==> src/rtl/stream_shell_settings.svh <==
// Stream shell build settings for beat, strobe, timer and heartbeat sizes
`ifndef STREAM_SHELL_SETTINGS_SVH
`define STREAM_SHELL_SETTINGS_SVH

// One streaming beat between the DMA and the core
`define STREAM_DATA_WIDTH 128

// One strobe bit per byte of a beat
`define STREAM_STRB_WIDTH 16

// Timer count and timer register data
`define HW_TIMER_WIDTH 32

// Free-running heartbeat counter, upper four bits drive the indicators
`define HEARTBEAT_WIDTH 7

// Value written into bytes whose strobe is low
// FF decodes as NaN in FP16, so masked bytes stand out in the output
`define MASK_FILL_BYTE 8'hFF

`endif

==> src/rtl/stream_types_pkg.sv <==
// Stream types shared by the ingress and egress stages
`default_nettype none

`include "stream_shell_settings.svh"

package stream_types_pkg;

    // One beat of stream data
    typedef logic [`STREAM_DATA_WIDTH-1:0] stream_beat_t;

    // Byte strobes for one beat
    typedef logic [`STREAM_STRB_WIDTH-1:0] stream_strb_t;

    // Occupancy of a one-beat output register
    typedef enum logic {
        STAGE_EMPTY = 1'b0,
        STAGE_FULL  = 1'b1
    } stage_state_e;

endpackage

`default_nettype wire

==> src/rtl/timer_types_pkg.sv <==
// Timer types shared by the timer register block and the timer counter
`default_nettype none

`include "stream_shell_settings.svh"

package timer_types_pkg;

    // Elapsed cycle count and register data
    typedef logic [`HW_TIMER_WIDTH-1:0] timer_count_t;

    // Command decoded from a register write
    typedef enum logic [1:0] {
        TCMD_NONE  = 2'd0,
        TCMD_START = 2'd1,
        TCMD_STOP  = 2'd2
    } timer_cmd_e;

    // Counter run state
    typedef enum logic {
        TIMER_IDLE = 1'b0,
        TIMER_RUN  = 1'b1
    } timer_state_e;

endpackage

`default_nettype wire

==> src/rtl/ingress_byte_swap.sv <==
// Ingress stage that turns big-endian DMA beats into little-endian core beats
`timescale 1ns/1ps
`default_nettype none

`include "stream_shell_settings.svh"

module ingress_byte_swap (
    input  wire logic                           sys_pll_clk,
    input  wire logic                           global_pll_resetn,

    // From the DMA
    input  wire stream_types_pkg::stream_beat_t i_in_data,
    input  wire logic                           i_in_valid,
    output logic                                o_in_ready,

    // To the core
    output stream_types_pkg::stream_beat_t      o_out_data,
    output logic                                o_out_valid,
    input  wire logic                           i_out_ready
);

    import stream_types_pkg::*;

    stage_state_e state;
    stream_beat_t swapped_data;
    logic         accept;

    // Byte 0 trades places with the last byte, byte 1 with the one before it
    always_comb begin
        for (int i = 0; i < `STREAM_STRB_WIDTH; i++) begin
            swapped_data[i*8 +: 8] = i_in_data[(`STREAM_STRB_WIDTH-1-i)*8 +: 8];
        end
    end

    // Room when empty or when the held beat leaves on this edge
    assign o_in_ready = i_out_ready || (state == STAGE_EMPTY);
    assign accept     = i_in_valid && o_in_ready;

    always_ff @(posedge sys_pll_clk) begin
        if (!global_pll_resetn) begin
            state <= STAGE_EMPTY;
        end else if (accept) begin
            // Covers drain and refill on the same edge
            state <= STAGE_FULL;
        end else if (i_out_ready) begin
            state <= STAGE_EMPTY;
        end
    end

    always_ff @(posedge sys_pll_clk) begin
        if (accept) begin
            o_out_data <= swapped_data;
        end
    end

    assign o_out_valid = (state == STAGE_FULL);

endmodule

`default_nettype wire

==> src/rtl/egress_strobe_mask.sv <==
// Egress stage that fills strobe-disabled bytes before the beat returns to the DMA
`timescale 1ns/1ps
`default_nettype none

`include "stream_shell_settings.svh"

module egress_strobe_mask (
    input  wire logic                           sys_pll_clk,
    input  wire logic                           global_pll_resetn,

    // From the core
    input  wire stream_types_pkg::stream_beat_t i_in_data,
    input  wire stream_types_pkg::stream_strb_t i_in_strb,
    input  wire logic                           i_in_valid,
    output logic                                o_in_ready,

    // To the DMA
    output stream_types_pkg::stream_beat_t      o_out_data,
    output logic                                o_out_valid,
    input  wire logic                           i_out_ready
);

    import stream_types_pkg::*;

    stage_state_e state;
    stream_beat_t masked_data;
    logic         accept;

    // Keep strobed bytes as they are
    always_comb begin
        for (int i = 0; i < `STREAM_STRB_WIDTH; i++) begin
            if (i_in_strb[i]) begin
                masked_data[i*8 +: 8] = i_in_data[i*8 +: 8];
            end else begin
                // Fill byte marks data the core did not write
                masked_data[i*8 +: 8] = `MASK_FILL_BYTE;
            end
        end
    end

    assign o_in_ready = i_out_ready || (state == STAGE_EMPTY);
    assign accept     = i_in_valid && o_in_ready;

    // One-beat holding register
    always_ff @(posedge sys_pll_clk) begin
        if (!global_pll_resetn) begin
            state <= STAGE_EMPTY;
        end else if (accept) begin
            state <= STAGE_FULL;
        end else if (i_out_ready) begin
            state <= STAGE_EMPTY;
        end
    end

    always_ff @(posedge sys_pll_clk) begin
        if (accept) begin
            o_out_data <= masked_data;
        end
    end

    assign o_out_valid = (state == STAGE_FULL);

endmodule

`default_nettype wire

==> src/rtl/hw_timer_regs.sv <==
// Timer register block turning host writes into commands and answering reads
`timescale 1ns/1ps
`default_nettype none

module hw_timer_regs (
    input  wire logic                          sys_pll_clk,
    input  wire logic                          global_pll_resetn,

    // Host register port
    input  wire logic                          i_write,
    input  wire timer_types_pkg::timer_count_t i_writedata,
    input  wire logic                          i_read,
    output timer_types_pkg::timer_count_t      o_readdata,
    output logic                               o_readdatavalid,

    // Counter control and status
    output timer_types_pkg::timer_cmd_e        o_cmd,
    input  wire timer_types_pkg::timer_count_t i_count
);

    import timer_types_pkg::*;

    timer_cmd_e next_cmd;

    // Bit 1 stops, bit 0 starts, stop wins when both are set
    always_comb begin
        next_cmd = TCMD_NONE;
        if (i_write) begin
            if (i_writedata[1]) begin
                next_cmd = TCMD_STOP;
            end else if (i_writedata[0]) begin
                next_cmd = TCMD_START;
            end
        end
    end

    // Command lasts one cycle
    always_ff @(posedge sys_pll_clk) begin
        if (!global_pll_resetn) begin
            o_cmd <= TCMD_NONE;
        end else begin
            o_cmd <= next_cmd;
        end
    end

    // Read answers on the following cycle
    always_ff @(posedge sys_pll_clk) begin
        if (!global_pll_resetn) begin
            o_readdatavalid <= 1'b0;
        end else begin
            o_readdatavalid <= i_read;
        end
    end

    always_ff @(posedge sys_pll_clk) begin
        if (i_read) begin
            o_readdata <= i_count;
        end
    end

endmodule

`default_nettype wire

==> src/rtl/hw_timer_counter.sv <==
// Start/stop counter of elapsed system clock cycles
`timescale 1ns/1ps
`default_nettype none

module hw_timer_counter (
    input  wire logic                          sys_pll_clk,
    input  wire logic                          global_pll_resetn,
    input  wire timer_types_pkg::timer_cmd_e   i_cmd,
    output timer_types_pkg::timer_count_t      o_count
);

    import timer_types_pkg::*;

    timer_state_e state;

    always_ff @(posedge sys_pll_clk) begin
        if (!global_pll_resetn) begin
            state   <= TIMER_IDLE;
            o_count <= '0;
        end else begin
            case (i_cmd)
                TCMD_START: begin
                    // Fresh measurement starts from zero
                    state   <= TIMER_RUN;
                    o_count <= '0;
                end
                TCMD_STOP: begin
                    // Count freezes on the stop edge
                    state <= TIMER_IDLE;
                end
                default: begin
                    if (state == TIMER_RUN) begin
                        o_count <= o_count + 1'b1;
                    end
                end
            endcase
        end
    end

endmodule

`default_nettype wire

==> src/rtl/stream_shell_top.sv <==
// Streaming shell between the DMA and the accelerator core, with timer and heartbeat
`timescale 1ns/1ps
`default_nettype none

`include "stream_shell_settings.svh"

module stream_shell_top (
    input  wire logic                           sys_pll_clk,
    input  wire logic                           global_pll_resetn,

    // Ingress, DMA to core
    input  wire stream_types_pkg::stream_beat_t i_dma_in_data,
    input  wire logic                           i_dma_in_valid,
    output logic                                o_dma_in_ready,
    output stream_types_pkg::stream_beat_t      o_core_in_data,
    output logic                                o_core_in_valid,
    input  wire logic                           i_core_in_ready,

    // Egress, core to DMA
    input  wire stream_types_pkg::stream_beat_t i_core_out_data,
    input  wire stream_types_pkg::stream_strb_t i_core_out_strb,
    input  wire logic                           i_core_out_valid,
    output logic                                o_core_out_ready,
    output stream_types_pkg::stream_beat_t      o_dma_out_data,
    output logic                                o_dma_out_valid,
    input  wire logic                           i_dma_out_ready,

    // Timer register port
    input  wire logic                           i_timer_write,
    input  wire timer_types_pkg::timer_count_t  i_timer_writedata,
    input  wire logic                           i_timer_read,
    output timer_types_pkg::timer_count_t       o_timer_readdata,
    output logic                                o_timer_readdatavalid,

    // Indicator bits
    output logic [3:0]                          o_heartbeat
);

    import timer_types_pkg::*;

    timer_cmd_e                  timer_cmd;
    timer_count_t                timer_count;
    logic [`HEARTBEAT_WIDTH-1:0] heartbeat_cnt;

    // Big-endian DMA data in, little-endian core data out
    ingress_byte_swap u_ingress (
        .sys_pll_clk       (sys_pll_clk),
        .global_pll_resetn (global_pll_resetn),
        .i_in_data         (i_dma_in_data),
        .i_in_valid        (i_dma_in_valid),
        .o_in_ready        (o_dma_in_ready),
        .o_out_data        (o_core_in_data),
        .o_out_valid       (o_core_in_valid),
        .i_out_ready       (i_core_in_ready)
    );

    egress_strobe_mask u_egress (
        .sys_pll_clk       (sys_pll_clk),
        .global_pll_resetn (global_pll_resetn),
        .i_in_data         (i_core_out_data),
        .i_in_strb         (i_core_out_strb),
        .i_in_valid        (i_core_out_valid),
        .o_in_ready        (o_core_out_ready),
        .o_out_data        (o_dma_out_data),
        .o_out_valid       (o_dma_out_valid),
        .i_out_ready       (i_dma_out_ready)
    );

    // Host infers the clock frequency from this timer
    hw_timer_regs u_timer_regs (
        .sys_pll_clk       (sys_pll_clk),
        .global_pll_resetn (global_pll_resetn),
        .i_write           (i_timer_write),
        .i_writedata       (i_timer_writedata),
        .i_read            (i_timer_read),
        .o_readdata        (o_timer_readdata),
        .o_readdatavalid   (o_timer_readdatavalid),
        .o_cmd             (timer_cmd),
        .i_count           (timer_count)
    );

    hw_timer_counter u_timer_counter (
        .sys_pll_clk       (sys_pll_clk),
        .global_pll_resetn (global_pll_resetn),
        .i_cmd             (timer_cmd),
        .o_count           (timer_count)
    );

    // Free-running sanity counter
    always_ff @(posedge sys_pll_clk) begin
        if (!global_pll_resetn) begin
            heartbeat_cnt <= '0;
        end else begin
            heartbeat_cnt <= heartbeat_cnt + 1'b1;
        end
    end

    // Slow upper bits are visible on the indicators
    assign o_heartbeat = heartbeat_cnt[`HEARTBEAT_WIDTH-1 -: 4];

endmodule

`default_nettype wire

==> config.mk <==
export PLATFORM = sky130hd
export DESIGN_NAME = stream_shell_top
export DESIGN_NICKNAME = d
export VERILOG_FILES = /design/src/rtl/stream_types_pkg.sv /design/src/rtl/timer_types_pkg.sv /design/src/rtl/ingress_byte_swap.sv /design/src/rtl/egress_strobe_mask.sv /design/src/rtl/hw_timer_regs.sv /design/src/rtl/hw_timer_counter.sv /design/src/rtl/stream_shell_top.sv
export VERILOG_INCLUDE_DIRS = /design/src /design/src/rtl
export SDC_FILE = /design/constraint.sdc
export NUM_CORES = 1
export LEC_CHECK = 0
export ABC_AREA = 1
export BUFFER_PORTS_ARGS = -buffer_cell sky130_fd_sc_hd__buf_2
export CAP_MARGIN = 10
export CORE_AREA = 3 3 237 239
export DETAILED_ROUTE_END_ITERATION = 8
export DIE_AREA = 0 0 240 242
export GPL_TIMING_DRIVEN = 0
export SYNTH_ARGS = -nofsm -noshare
export SYNTH_HDL_FRONTEND = slang
export SYNTH_SLANG_ARGS = --single-unit
export TNS_END_PERCENT = 5
==> constraint.sdc <==
create_clock -name sys_pll_clk -period 10.8 [get_ports sys_pll_clk]
set_input_delay 1.08 -clock sys_pll_clk [delete_from_list [all_inputs] [get_ports sys_pll_clk]]
set_output_delay 1.08 -clock sys_pll_clk [all_outputs]
set_load 0.01 [all_outputs]
# [Yosys cells after proc, flatten, opt, wreduce, memory -nomap -nowiden]
# Index checks and enable logic that the tools add are counted.
[totals] ff_bits=333 inputBits=312 output_inout_bits=297 wordCells=55
[op_classes] n_addsub=2 n_eq_ne=2 n_mux=9 n_bitwise=5 reduce_logical=11
[op_table] operator="one-hot mux 32 bit (2 select lines)" count=1
[op_table] operator="adder 32 x 1 -> 32 bit (second input constant)" count=1
[op_table] operator="2-to-1 mux 32 bit" count=1
[op_table] operator="nonzero test 2 bit" count=4
[op_table] operator="adder 7 x 1 -> 7 bit (second input constant)" count=1
[op_table] operator="2-to-1 mux 1 bit" count=5
[op_table] operator="NOT 1 bit" count=5
[op_table] operator="AND reduction 2 bit" count=2
[op_table] operator="OR reduction 3 bit" count=1
[op_table] operator="== test 2 x 1 -> 1 bit (second input constant)" count=1
[op_table] operator="== test 2 bit (second input constant)" count=1
[op_table] operator="logical AND 1 bit" count=2
[op_table] operator="logical OR 1 bit" count=2
[op_table] operator="2-to-1 mux 2 bit" count=1
[op_table] operator="one-hot mux 1 bit (2 select lines)" count=1

# [Depth between registers and ports, before layout]
[logic_depth] ltp_word=4 mapped_depth=11 mapped_depth_nobuf=11

# [Modules after synthesis]
# A second synthesis with hierarchy kept.
[unflattened] hier_cells=922 area_unflattened_um2=12124.1
[by_module_without_submodules] module="egress_strobe_mask" n_inst=1 cells_per_inst=407 area_per_inst_um2=4976.0 seq_area_each_um2=3863.7
[by_module_without_submodules] module="ingress_byte_swap" n_inst=1 cells_per_inst=135 area_per_inst_um2=3895.0 seq_area_each_um2=3863.7
[by_module_without_submodules] module="hw_timer_counter" n_inst=1 cells_per_inst=295 area_per_inst_um2=1893.1 seq_area_each_um2=660.6
[by_module_without_submodules] module="hw_timer_regs" n_inst=1 cells_per_inst=42 area_per_inst_um2=1047.3 seq_area_each_um2=1021.0
[by_module_without_submodules] module="stream_shell_top" n_inst=1 cells_per_inst=43 area_per_inst_um2=312.8 seq_area_each_um2=140.1

# [Least setup slack after synthesis]
# Ideal clock, no wire load.
[synth_timing] path_type="in2reg" startpoint="in i_core_out_valid" endpoint="reg u_egress.o_out_data[0], enable pin" setup_time_ps=657 arrival_time_ps=7285 t_required_ps=10143 setup_slack_ps=2858 cell_stages=2 path_cell_list="inv_1 a21oi_1"
[synth_via] elab_chain_len=1
[synth_rtl] element="start: declaration" line_no="stream_shell_top.sv:22" source="input wire logic i_core_out_valid,"
[synth_rtl] element="logical AND 1 bit" line_no="egress_strobe_mask.sv:42" source="assign accept = i_in_valid && o_in_ready;"
[synth_rtl] element="via u_egress.accept" line_no="egress_strobe_mask.sv:27" source="logic accept;"
[synth_rtl] element="end signal: assignment" line_no="egress_strobe_mask.sv:57" source="o_out_data <= masked_data;"
[synth_rtl] element="end: declaration" line_no="egress_strobe_mask.sv:18" source="output stream_types_pkg::stream_beat_t o_out_data,"
# The timed path passes the listed nets, and every way through them passes these cells.
# A chain may end at the register's enable or synchronous reset.

# [Worst setup path after layout]
[layout_timing] startpoint="in i_core_in_ready" endpoint="out o_dma_in_ready"
[layout_via] elab_chain_len=1
[layout_rtl] element="start: declaration" line_no="stream_shell_top.sv:17" source="input wire logic i_core_in_ready,"
[layout_rtl] element="logical OR 1 bit" line_no="ingress_byte_swap.sv:36" source="assign o_in_ready = i_out_ready || (state == STAGE_EMPTY);"
[layout_rtl] element="end: declaration" line_no="stream_shell_top.sv:14" source="output logic o_dma_in_ready,"
# Every way passes these cells.

==> summary.md <==
| Metric | Value |
|---|---|
| Outcome | finished, final reports clean |
| Port bufs | 562 |
| Psw | 0.719 mW |
| Largest net degree at the start of global routing | 34 |
| WP data arrival | 1530 ps |
| Comb power frac | 0.078 |
| Final Util | 0.318 |
| Worst path cell trace | buf_2 -> inv_1 -> nand2_1 -> buf_2 |
| MaxCap Viol Count | 0 |
| Critical path startpoint category | input port |
| Distinct cells, synth | 28 |
| Worst VDD drop | 100 uV |
| Placed cell area | 0.0159 sq mm |
| Antenna violations before repair | 12 |
| Share of power burned in registers | 0.483 |
| RSZ-0062 raised after global routing | false |
| Fraction of layout cells with a size suffix above 1 | 0.421 |
| Routed len/inst | 19.5 um |
| Top post-synthesis cells by area | edfxtp_1 72%, dfxtp_1 7.5%, nand2_1 6.6% |
| Worst hold path cell count | 1 |
| Clk slew on worst S/H paths | 60 ps |
| CP Data Required Time | 9720 ps |
| Synth top area share | 0.721 |
| DRT iter0 DRCs | 425 |
| Total CTS buffers | 40 |
| Total negative slack | 0 ps |
| LEAKAGE | 7.56 nW |
| Final setup vio count | 0 |
| Syn avg cell area | 13.1 sq um |
| Post-Syn Instances | 916 |
| Setup CP Type | input port to output port |
| Post-route total power | 3.08 mW |
| Die W | 240 um |
| Layout Nets | 1845 |
| Clock Skew | 16.9 ps |
| Seq/Total Area, Yosys | 0.797 |
| Die H | 242 um |
| Clk sink count | 333 |
| TritonCTS clock tree | done |
| Final hold vios | 0 |
| Post-synth net total | 1232 |
| Rel. slew slack | 0.479 |
| Post-DP HPWL | 35.2 mm |
| Yosys reg bits | 333 |
| Vias post-DR | 8971 |
| Largest stage delay, worst path | 150 ps |
| GR Util All Layers | 0.146 |
| Clock power share | 0.439 |
| Yosys top cell by area | edfxtp_1 |
| Total wire length | 44.1 mm |
| Design area | 0.0172 sq mm |
| Synth warn | 0 |
| Clock latency on the worst-skew pair | 540 ps |
| Most frequent CP cell | buf_2 |
| Slew @ Worst Pin | 781 ps |
| Top delay family on crit path | buffers and inverters |
| Clock root cell | clkbuf_16 |
| Worst Hold Class | flop to flop |
| Io pins | 609 |
| Longest Clk Path Bufs | 3 |
| Initial core utilization | 0.222 |
| Fraction of registers with async set/reset | 0 |
| Detailed Routing Iterations Pass 1 | 5 |
| Layout area overhead | 43.4% |
| Post-CTS Setup Bufs | 0 |
| Ys flop type | edfxtp_1 |
| Slew Viols, Final | 0 |
| DP Cell Count | 2183 |
| Critical path endpoint category | output port |
| Rows | 85 |
| ANT nets after route | 0 |
| Die ar. | 0.0581 sq mm |
| Avg Vias per Cell | 3.97 |
| Core footprint | 0.0540 sq mm |
| Sw frac | 0.234 |
| Int Power | 2.36 mW |
| WP depth | 4 |
| Pwr dens | 179 mW/mm^2 |
| Total number of H-tree levels | 2 |
| Fin crit share | 0.242 |
| Number of global-route vias before repair | 9172 |
| Cell Area, Synth | 0.0120 sq mm |
| Reg2Reg Depth | 3 |
| Most frequent cells in the layout | 563 x buf_2, 288 x edfxtp_1, 211 x nand2_1 |
| First-pass GRT wire length | 61.5 mm |
| Total global routing overflow | 0 |
| Remaining DRCs | 0 |
| Number of synthesized flops with an enable pin | 288 |
| Commonest non-fill, non-tap cell in the layout | buf_2 |
| Final non-filler cell total | 2258 |
| RePlAce Congestion | 0.869 |
| CP max FO | 2 |
| Hold-fix buffers, CTS | 0 |
| Post-layout min period | 2610 ps |
| FMAX | 0.383 GHz |
| Crit-path slowest cell | buf_2 |
| Post-CTS resize count | 0 |
| CP bufs+invs | 3 |
-- cell usage after synthesis (2+ instances only) --
library cell,instances
edfxtp_1,288
nand2_1,211
inv_1,183
nor2_1,63
dfxtp_1,45
a21oi_1,27
nand3_1,22
clkbuf_1,17
o21ai_0,14
nor2_2,11
nand4_1,6
buf_4,4
ha_1,4
and2_1,3
nand2_2,3
nor2_4,2
nor3_1,2
-- worst register-to-register path, cell delays in order, from the launching register on --
cell	delay (ps)
dfxtp_1	350
a21oi_4	620
buf_12	300
buf_12	250
-- worst paths after layout --
path              slack [ps]                  endpoint             startpoint
setup / recovery        8190            o_dma_in_ready        i_core_in_ready
hold / removal           440          heartbeat_cnt[0]       heartbeat_cnt[0]
setup reg to reg        8950  u_ingress.o_out_data[25]  u_ingress.o_out_valid
hold reg to reg          440          heartbeat_cnt[0]       heartbeat_cnt[0]
-- power groups by stage --
stage | Clock, mW | Combinational [mW] | Sequential (mW)
after floorplan | 0 | 0.0505 | 1.56
after global placement | 0 | 0.231 | 1.53
after detailed placement | 0 | 0.245 | 1.51
after CTS | 1.40 | 0.246 | 1.49
after global routing | 1.45 | 0.261 | 1.49
final | 1.35 | 0.239 | 1.49
-- per-layer routing --
metal / part of all wire / GRT usage
met1: 0.35 / 0.149
met2: 0.51 / 0.266
met3: 0.082 / 0.0472
met4: 0.053 / 0.0686
met5: 0.0020 / 0
-- layout make-up --
cell class | count | area [sq um]
inverter | 184 | 691
tap | 696 | 871
antenna | 3 | 7.51
buffer | 23 | 104
clock inverter | 26 | 259
timing repair buffer | 571 | 2990
multi-input combinational | 376 | 1670
clock buffer | 46 | 1040
fill | 5506 | 36800
sequential | 333 | 9550
-- metrics by stage --
stage          setup slack [ps]  hold WS (ps)
3_5_place_dp               8080           422
5_1_grt                    8160           468
6_report                   8190           443
2_1_floorplan              2860           408
4_1_cts                    8210           447
3_3_place_gp              -1070           425
-- flip-flops by register name, indices dropped and copies added, names as in the netlist --
name,flops
u_egress.o_out_valid,1
heartbeat_cnt,7
u_timer_regs.o_cmd,2
u_egress.o_out_data,128
u_ingress.o_out_data,128
u_timer_counter.state,1
u_timer_regs.o_readdata,32
u_timer_regs.o_readdatavalid,1
u_ingress.o_out_valid,1
u_timer_counter.o_count,32
-- kinds of logic after synthesis --
kind of cell / count (synthesis) / share of synthesized area
AOI/OAI and AO/OA: 44 / 0.0191
xor gates and xnor gates: 1 / 0.000731
adders and majority gates: 4 / 0.00418
buffers and inverters: 207 / 0.0663
DFF: 333 / 0.797
and+or+nand+nor: 327 / 0.113
Note: power is estimated with default switching activity, not from simulation.
